==> src/source/l2_pkg.sv <==
// L2 tag pipeline geometry, operation codes and request, response, tag and update structs
package l2_pkg;

	// Four-way set-associative, 64 sets, addressed by 20-bit line address
	parameter int L2_NUM_WAYS = 4;
	parameter int L2_WAY_WIDTH = $clog2(L2_NUM_WAYS);
	parameter int L2_SET_WIDTH = 6;
	parameter int L2_ADDR_WIDTH = 20;

	// The set index is the low part of the line address, the tag is the rest
	parameter int L2_TAG_WIDTH = L2_ADDR_WIDTH - L2_SET_WIDTH;

	typedef enum logic [1:0] {
		OP_LOAD = 2'd0,
		OP_STORE = 2'd1,
		OP_FILL = 2'd2,
		OP_INVALIDATE = 2'd3
	} l2_op_t;

	typedef struct packed {
		logic valid;
		l2_op_t op;
		logic [L2_ADDR_WIDTH-1:0] address;
	} l2_req_t;

	typedef struct packed {
		logic valid;
		logic [L2_TAG_WIDTH-1:0] tag;
	} l2_tag_entry_t;

	// Way is the hit way, or the replaced way for a fill
	typedef struct packed {
		logic valid;
		l2_op_t op;
		logic [L2_ADDR_WIDTH-1:0] address;
		logic hit;
		logic [L2_WAY_WIDTH-1:0] way;
		logic dirty;
		logic writeback;
		logic [L2_TAG_WIDTH-1:0] victim_tag;
	} l2_resp_t;

	// Writes from the directory stage back into the tag stage memories
	typedef struct packed {
		logic tag_we;
		logic [L2_WAY_WIDTH-1:0] tag_way;
		logic [L2_SET_WIDTH-1:0] tag_set;
		l2_tag_entry_t tag_entry;
		logic dirty_we;
		logic [L2_WAY_WIDTH-1:0] dirty_way;
		logic [L2_SET_WIDTH-1:0] dirty_set;
		logic dirty_value;
		logic lru_we;
		logic [L2_SET_WIDTH-1:0] lru_set;
		logic [L2_WAY_WIDTH-1:0] lru_way;
	} l2_update_t;

endpackage

==> src/source/l2_cache_dir.sv <==
// L2 directory stage with hit detection, fill victim choice, response register and updates
module l2_cache_dir (
	input logic clk,
	input logic reset,
	input l2_pkg::l2_req_t req_i,
	input l2_pkg::l2_tag_entry_t [l2_pkg::L2_NUM_WAYS-1:0] tags_i,
	input logic [l2_pkg::L2_NUM_WAYS-1:0] dirty_i,
	input logic [l2_pkg::L2_WAY_WIDTH-1:0] lru_way_i,
	output l2_pkg::l2_resp_t resp_o,
	output l2_pkg::l2_update_t update_o
);
	logic [l2_pkg::L2_TAG_WIDTH-1:0] req_tag;
	logic [l2_pkg::L2_SET_WIDTH-1:0] req_set;
	logic [l2_pkg::L2_NUM_WAYS-1:0] hit_onehot;
	logic hit;
	logic [l2_pkg::L2_WAY_WIDTH-1:0] hit_way;
	logic [l2_pkg::L2_WAY_WIDTH-1:0] sel_way;
	logic is_load;
	logic is_store;
	logic is_fill;
	logic is_inval;
	logic writeback;
	l2_pkg::l2_tag_entry_t victim;

	assign req_tag = req_i.address[l2_pkg::L2_ADDR_WIDTH-1:l2_pkg::L2_SET_WIDTH];
	assign req_set = req_i.address[l2_pkg::L2_SET_WIDTH-1:0];

	for (genvar w = 0; w < l2_pkg::L2_NUM_WAYS; w++)
	begin : g_cmp
		assign hit_onehot[w] = tags_i[w].valid && tags_i[w].tag == req_tag;
	end

	assign hit = |hit_onehot;

	always_comb
	begin
		hit_way = '0;
		for (int w = 0; w < l2_pkg::L2_NUM_WAYS; w++)
		begin
			if (hit_onehot[w])
				hit_way = l2_pkg::L2_WAY_WIDTH'(w);
		end
	end

	assign is_load = req_i.valid && req_i.op == l2_pkg::OP_LOAD;
	assign is_store = req_i.valid && req_i.op == l2_pkg::OP_STORE;
	assign is_fill = req_i.valid && req_i.op == l2_pkg::OP_FILL;
	assign is_inval = req_i.valid && req_i.op == l2_pkg::OP_INVALIDATE;

	// Fills replace the LRU way, everything else works on the hit way
	assign sel_way = is_fill ? lru_way_i : hit_way;
	assign victim = tags_i[lru_way_i];
	assign writeback = is_fill && victim.valid && dirty_i[lru_way_i];

	always_comb
	begin
		update_o.tag_we = is_fill || (is_inval && hit);
		update_o.tag_way = sel_way;
		update_o.tag_set = req_set;
		update_o.tag_entry.valid = is_fill;
		update_o.tag_entry.tag = req_tag;
		// A new line starts clean, a store hit makes it dirty
		update_o.dirty_we = is_fill || (is_store && hit);
		update_o.dirty_way = sel_way;
		update_o.dirty_set = req_set;
		update_o.dirty_value = is_store;
		update_o.lru_we = is_fill || ((is_load || is_store) && hit);
		update_o.lru_set = req_set;
		update_o.lru_way = sel_way;
	end

	always_ff @(posedge clk or posedge reset)
	begin
		if (reset)
			resp_o <= '0;
		else
		begin
			resp_o.valid <= req_i.valid;
			resp_o.op <= req_i.op;
			resp_o.address <= req_i.address;
			resp_o.hit <= hit;
			resp_o.way <= (hit || is_fill) ? sel_way : '0;
			// Dirty state as it was before this request's update
			resp_o.dirty <= (hit || is_fill) && dirty_i[sel_way];
			resp_o.writeback <= writeback;
			resp_o.victim_tag <= is_fill ? victim.tag : '0;
		end
	end

	// Fills are only issued for lines missing from the cache
	a_fill_no_hit: assert property (@(posedge clk) disable iff (reset)
		is_fill |-> !hit)
		else $error("fill request hit a tag already present in the set");

	a_single_hit: assert property (@(posedge clk) disable iff (reset)
		req_i.valid |-> $onehot0(hit_onehot))
		else $error("tag present in more than one way of a set");

endmodule

==> config.mk <==
export PLATFORM = sky130hd
export DESIGN_NAME = l2_cache_dir
export DESIGN_NICKNAME = d
export VERILOG_FILES = /design/src/source/l2_pkg.sv /design/src/source/l2_cache_dir.sv
export SDC_FILE = /design/constraint.sdc
export NUM_CORES = 1
export LEC_CHECK = 0
export BUFFER_PORTS_ARGS = -buffer_cell sky130_fd_sc_hd__clkbuf_2
export CAP_MARGIN = 20
export CELL_PAD_IN_SITES_DETAIL_PLACEMENT = 1
export CELL_PAD_IN_SITES_GLOBAL_PLACEMENT = 1
export CORE_MARGIN = 1.5
export CORE_UTILIZATION = 28
export DETAILED_ROUTE_END_ITERATION = 10
export PLACE_DENSITY = 0.83
export SLEW_MARGIN = 20
export SYNTH_ARGS = -nofsm -noshare
export SYNTH_HDL_FRONTEND = slang
export SYNTH_SLANG_ARGS = --single-unit
==> constraint.sdc <==
create_clock -name clk -period 1.25 [get_ports clk]
set_input_delay 0.0625 -clock clk [delete_from_list [all_inputs] [get_ports clk]]
set_output_delay 0.0625 -clock clk [all_outputs]
set_load 0.005 [all_outputs]
# Word-level counts from Yosys, hierarchy flattened
# Index checks and enable logic that the tools add are counted.
# Widths: inputs -> output; s select.
# totals
input_bits	91
reg_bits	42
output_inout_bits	85
word_cells	50
# op_classes
n_lt_le_gt_ge	2
eq_ne	7
mux	12
reduce_logical	21
# op_table
cell	count
$eq 14x14->1	4
$bmux 15 s2	1
$mux 15	1
$logic_and 1x1->1	14
$mux 14	1
$mux 2	4
$lt 2x3->1 const B	2
$logic_or 1x1->1	5
$bmux 1 s2	2
$eq 2x2->1 const B	2
$reduce_or 4->1	1
$mux 1	3
$eq 2x1->1 const B	1
$logic_not 2->1	1

# Depth between registers and ports, before layout
# Gate-level depths: netlist (run 1).
# depth
ltp_word	9
mapped_depth	8
ltp_nobuf	7

# Worst setup path before layout (run 1)
# Ideal clock, no wire load.
# synth_timing
kind	input port to flip-flop
startpoint	input req_i[13] (netlist name)
endpoint	register resp_o[15] (netlist name)
setup_ns	0.121
n_path_buf	1
cell_stages	8
required_ns	1.129
path_slack_ns	-0.456
t_arrival_ns	1.585
path_cell_list	buf_4 > xnor2_2 > nand4_1 > nor4_2 > nor3_2 > a21oi_4 > mux2_1 > a22o_1
# synth_lines
element	line	rtl
from (decl)	l2_cache_dir.sv:5	input l2_pkg::l2_req_t req_i,
to (decl)	l2_cache_dir.sv:9	output l2_pkg::l2_resp_t resp_o,

==> impl_metrics.tcl, run 1 <==
set metrics [dict create \
    synth_area_per_cell_um2 11.8 \
    io_pins 176 \
    hold_violations 0 \
    syn_area_um2 2780 \
    initial_core_util_pct 28.7 \
    violations "negative setup slack" \
    utilization_pct 44.1 \
    root_buffer "clkbuf_8" \
    grt_start_max_net_pins 23 \
    p_leak_nw 2.18 \
    clkSinkCount 42 \
    first_iter_violations 32 \
    relSlewSlack_pct 66.8 \
    mostFrequentLayoutCell "clkbuf_2" \
    synth_cell_types 30 \
    synth-simple-area-share_pct 10.6 \
    drv_slew 0 \
    rows 36 \
    synth_top_family_by_area "XOR/XNOR gates" \
    crit_path_end_kind "primary output" \
    synthMuxAreaShare_pct 12.2 \
    top_register "resp_o" \
    worst_slack_ns -0.435 \
    async_flop_share_pct 100 \
    synth_compound_area_share_pct 3.24 \
    cp.required_ns 1.19 \
    cts_made_buffers 5 \
    power_mw 3.63 \
    critical_path_class "in -> out" \
    cp_slowest_cell "nor4_4" \
    h-tree-depth 2 \
    worstPathMaxFanout 5 \
    layout.nets 510 \
    dieArea_um2 10500 \
    fillers 1103 \
    max_freq_ghz 0.594 \
    reg_top3 "resp_o: 42 flops" \
    drive_gt1_share_pct 67.4 \
    fin_crit_sh_pct 135 \
    wl_per_cell_um 17.9 \
    synth_top_area_share_pct 37.8 \
    ys.flop_type "dfrtp_1" \
    largest_reg_flops 42 \
    first_pass_iters 4 \
    maxCapViolCount 0 \
    synthXorXnorAreaFrac_pct 19.8 \
    vias_per_cell 4.43 \
    synth_top_area_cell "dfrtp_1" \
    register_area_um2 1050 \
    ys_seq_area_share_pct 37.8 \
    final_cell_mix "168 x clkbuf_2, 42 x dfrtp_1, 41 x buf_4" \
    die_w_um 103 \
    synth_warnings 0 \
    dp_slack_ns -0.759 \
    gp_congestion 0.858 \
    grt.total_usage_pct 18.5 \
    grt_overflow 0 \
    rsz0062_at_grt "yes" \
    clkTransAtPathRegs_ns 0.08 \
    cp-start-kind "primary input" \
    port_buffers 175 \
    holdCritPathClass "in -> reg" \
    top_usage_layer "met2" \
    ant_nets 0 \
    die_y_um 103 \
    syn-instance-count 235 \
    grt_pass1_vias 2723 \
    timing.critical_path.mode_cell "buf_6" \
    tritoncts "built" \
    status "complete, but fails checks" \
    core_area_um2 9680 \
    synth.net_count 326 \
    multi_input_area_um2 1470 \
    synth_area_leaders "dfrtp_1 38%, xnor2_1 15%, mux4_2 11%, buf_4 11%, xnor2_2 4.7%" \
    vias 2449 \
    met3_usage_pct 3.80 \
    grt_pass1_wl_um 14300 \
    setup_violations 11 \
    antenna_found_initial 0 \
    tightest_slew_ns 0.497 \
    gr-usage-met1_pct 20.1 \
    ys_ff_latch 42 \
    grtUsageMet2_pct 36.6 \
    finalCriticalPeriod_ns 1.68 \
    cts_buffer_depth 2 \
    routed_wl_um 9920 \
    diodes 0 \
    worstPathArrival_ns 1.62 \
    critPathMaxStageDelay_ns 0.37 \
    synth_edf_count 0 \
    drc 0 \
    cp_cell_sequence "clkbuf_16, buf_8, xnor2_4, nand4_1, nor4_4, nand2b_1, a21oi_2, buf_6, buf_6" \
    synthAdderAreaFrac_pct 0 \
    syn_to_final_growth_pct 53.7 \
    hpwl_um 8260 \
    p_per_area_nw_per_um2 849 \
    vdd_drop_max_v 0.000396 \
]
==> critical path: cells and delay by family <==
family | cells | cell delay (ns)
XOR/XNOR | 1 | 0.15
buffers and inverters | 4 | 0.48
AND/OR/NAND/NOR | 3 | 0.73
AO/OA/AOI/OAI | 1 | 0.20
==> layout make-up <==
class | instances | share of cell area (%)
Inverter | 4 | 0.410
Clock buffer | 6 | 1.70
Timing Repair Buffer | 235 | 34.1
Clock inverter | 2 | 0.879
Tap cell | 133 | 3.90
Multi-Input combinational cell | 131 | 34.4
Sequential cell | 42 | 24.6
==> power breakdown <==
| part | switching [mW] | internal [mW] | total, mW |
|---|---|---|---|
| Sequential | 0.0164 | 1.41 | 1.43 |
| Combinational | 0.500 | 0.593 | 1.09 |
| Clock | 0.505 | 0.597 | 1.10 |
| Total | 1.02 | 2.60 | 3.63 |
==> through the flow <==
step / std cells / TNS, ns / instance area, um2 / hold slack (ns)
2_1_floorplan: 235 / -0.548 / 2800 / 0.0939
3_5_place_dp: 527 / -6.57 / 3740 / 0.111
6_report: 553 / -3.69 / 4270 / 0.0582
3_3_place_gp: 527 / -5.49 / 3740 / 0.0931
5_1_grt: 553 / -4.52 / 4270 / 0.0556
4_1_cts: 553 / -3.68 / 4130 / 0.0455
==> final timing paths <==
check / start / to / slack (ns) / depth (start not counted)
worst max-delay path: req_i[9] / update_o[16] / -0.43 / 9
worst min-delay path: req_i[7] / resp_o[26]$_DFF_PP0_ / 0.06 / 2
max in group asynchronous: reset / resp_o[25]$_DFF_PP0_ / 0.40 / 4
min in group asynchronous: reset / resp_o[19]$_DFF_PP0_ / 0.35 / 3
==> per-layer routing <==
layer  vias up  part of all wire, %  routed length (um)
li1       1122                    -                   -
met1      1190                   36                3600
met2       129                   56                5580
met3         8                  6.5                 649
met4         0                 0.91                  90
met5         -                    0                   0
==> cell usage after synthesis (all sizes together) (2+ instances only) <==
cell and number:
mux2 2, and2 14, inv 4, buf 53, nand3 4, nand4 12
nor4 5, mux4 14, clkbuf 5, a21oi 6, nand2 4, nor2 4
xnor2 56, dfrtp 42
==> what timing repair did <==
action                     4_1_cts  5_1_grt
resized for setup               20       26
hold endpoints to repair        33        0
setup buffers                    6        2
hold buffers                    13        0
setup endpoints to repair       12       11
pin swaps                        5        8
==> cell families (layout without fill, tap and decap cells) <==
| kind of cell | Yosys count | after routing |
|---|---|---|
| AO/OA/AOI/OAI | 12 | 12 |
| XOR/XNOR | 56 | 56 |
| buffers and inverters | 62 | 247 |
| flip-flops | 42 | 42 |
| multiplexers | 16 | 16 |
| AND/OR/NAND/NOR | 47 | 47 |
Note: power is estimated with default switching activity, not from simulation.
==> run 2: changes to the inputs <==
--- a/config.mk
+++ b/config.mk
@@ -7,13 +7,12 @@
 export LEC_CHECK = 0
 export BUFFER_PORTS_ARGS = -buffer_cell sky130_fd_sc_hd__clkbuf_2
 export CAP_MARGIN = 20
-export CELL_PAD_IN_SITES_DETAIL_PLACEMENT = 1
-export CELL_PAD_IN_SITES_GLOBAL_PLACEMENT = 1
+export CELL_PAD_IN_SITES_DETAIL_PLACEMENT = 0
+export CELL_PAD_IN_SITES_GLOBAL_PLACEMENT = 2
 export CORE_MARGIN = 1.5
-export CORE_UTILIZATION = 28
+export CORE_UTILIZATION = 22
 export DETAILED_ROUTE_END_ITERATION = 10
 export PLACE_DENSITY = 0.83
-export SLEW_MARGIN = 20
 export SYNTH_ARGS = -nofsm -noshare
 export SYNTH_HDL_FRONTEND = slang
 export SYNTH_SLANG_ARGS = --single-unit
==> run 2 against run 1 <==
Compared with the run above: count of clock-buffer cells in the layout is 1 lower; the flow still finishes with violations (negative setup slack); first-iteration DRC count is 16% higher; utilization is 6.2 points lower; critical endpoint is now update_o[8]; cell area is 7.9% higher; hold slack worse by 0.040 ns; clock power is 19% higher; largest power group unchanged; setup slack better by 0.051 ns; die area is 26% higher; sequential share of layout area is 1.8 points lower.
==> impl_metrics.tcl, run 2 (same netlist as run 1, synthesis figures left out) <==
set metrics [dict create \
    switching_share_pct 27.8 \
    p_per_area_nw_per_um2 851 \
    p_seq_share_pct 36.5 \
    hpwl_um 7570 \
    cts_buffer_depth 2 \
    worst_slack_ns -0.384 \
    rows 40 \
    io_pins 176 \
    cp_slowest_cell "nor4_2" \
    dieArea_um2 13300 \
    vdd_drop_max_v 0.000465 \
    diodes 0 \
    initial_core_util_pct 22.8 \
    grt_overflow 0 \
    clkTransAtPathRegs_ns 0.06 \
    rsz0062_at_grt "yes" \
    route.top_layer_used "met4" \
    cts_made_buffers 5 \
    largest_reg_flops 42 \
    intPower_mw 2.83 \
    mostFrequentLayoutCell "clkbuf_2" \
    drive_gt1_share_pct 69.5 \
    tritoncts "built" \
    die_y_um 115 \
    reg_top3 "resp_o: 42 flops" \
    post-place-cells 558 \
    routed_wl_um 9400 \
    p_comb_share_pct 30.1 \
    drc 0 \
    port_buffers 175 \
    gp_congestion 0.805 \
    worstPathArrival_ns 1.57 \
    timing.critical_path.mode_cell "nor4_2" \
    cp_cell_sequence "clkbuf_8, buf_6, xnor2_2, nand4_1, nor4_2, nor4_2, inv_1, o211a_1, clkbuf_2" \
    grt.total_usage_pct 14.1 \
    wl_met1_um 3850 \
    final_cell_mix "160 x clkbuf_2, 42 x dfrtp_1, 31 x xnor2_2" \
    drv_slew 0 \
    antenna_found_initial 0 \
    layout.nets 509 \
    vias 2432 \
    dr_wl_met3_um 742 \
    critPathMaxStageDelay_ns 0.44 \
    relSlewSlack_pct 70.5 \
    h-tree-depth 2 \
    cp-start-kind "primary input" \
    maxCapViolCount 0 \
    crit_start "req_i[8]" \
    grt_pass1_wl_um 13700 \
    holdCritPathClass "in -> reg" \
    p_sw_mw 1.09 \
    syn_to_final_growth_pct 65.7 \
    die_w_um 115 \
    max_freq_ghz 0.612 \
    p_clk_share_pct 33.4 \
    setup_violations 10 \
    crit_path_end_kind "primary output" \
    wl_per_cell_um 16.0 \
    ant_nets 0 \
    p_leak_nw 2.31 \
    cp.required_ns 1.19 \
    vias_per_cell 4.14 \
    first_iter_violations 37 \
    final_cell_count_no_fill 587 \
    utilization_pct 37.9 \
    grt_pass1_vias 2560 \
    finalCriticalPeriod_ns 1.63 \
    worstPathMaxFanout 4 \
    grt_start_max_net_pins 43 \
    clkSinkCount 42 \
    status "complete, but fails checks" \
    core_area_um2 12200 \
    top_register "resp_o" \
    hold_violations 0 \
    root_buffer "clkbuf_16" \
    dr_wl_met2_um 4640 \
    first_pass_iters 4 \
    critical_path_class "in -> out" \
    hold_start "req_i[21]" \
    fin_crit_sh_pct 131 \
    violations "negative setup slack" \
    tightest_slew_ns 0.438 \
]
[run 2: changes by cell type in the layout (fill, tap and decap cells not counted), sizes merged]
cell / delta
buf: -3
dlygate4sd3: +3
clkbuf: -2
clkinv: +2
bufinv: -1
[run 2: per-layer routing]
metal | GRT usage [%] | up-vias
met1 | 16.9 | 1170
met5 | 0 | -
met4 | 4.36 | 0
li1 | - | 1120
met3 | 4.64 | 12
met2 | 24.1 | 130
[run 2: area by class of cell]
cell class              instances  area, um2
fillers                      1214       7560
inverters                       4       15.0
clock buffers                   5        125
clock inverters                 3       21.3
flip-flops and latches         42       1050
well taps                     168        210
multi-input cells             131       1600
repair buffers                234       1580
[run 2: metrics by stage]
| stage | hold slack (ns) | setup WS (ns) | area, um2 | TNS (ns) | total power, mW |
|---|---|---|---|---|---|
| after floorplan | 0.0939 | -0.442 | 2800 | -0.548 | 1.99 |
| after global placement | 0.101 | -0.761 | 3750 | -5.63 | 2.40 |
| after detailed placement | 0.109 | -0.759 | 3750 | -5.87 | 2.41 |
| after CTS | 0.00579 | -0.397 | 4470 | -3.42 | 3.97 |
| after global routing | 0.0103 | -0.471 | 4610 | -4.26 | 4.13 |
| final | 0.0180 | -0.384 | 4610 | -3.30 | 3.92 |
[run 2: path summary, 6_finish.rpt]
check,end,depth (start not counted)
worst max-delay path,update_o[8],9
worst min-delay path,resp_o[40]$_DFF_PP0_,2
max in group asynchronous,resp_o[12]$_DFF_PP0_,4
min in group asynchronous,resp_o[21]$_DFF_PP0_,4
[run 2: power groups by stage]
stage | sequential (mW) | clock, mW | combinational [mW]
after floorplan | 1.46 | 0 | 0.529
after global placement | 1.46 | 0 | 0.942
after detailed placement | 1.46 | 0 | 0.952
after CTS | 1.43 | 1.39 | 1.14
after global routing | 1.43 | 1.42 | 1.27
final | 1.43 | 1.31 | 1.18
[run 2: repair_timing]
action | CTS | global route
gates resized for setup | 69 | 22
endpoints found under the setup margin | 11 | 10
cloned | 0 | 0
hold buffers | 14 | 2
setup buffers | 3 | 2
endpoints found under the hold margin | 55 | 2
pin swaps | 20 | 14
[run 2: critical path: cells and delay by family]
family	cells	cell delay (ns)
buffers and inverters	4	0.50
AND/OR/NAND/NOR	3	0.66
AO/OA/AOI/OAI	1	0.24
XOR/XNOR	1	0.12
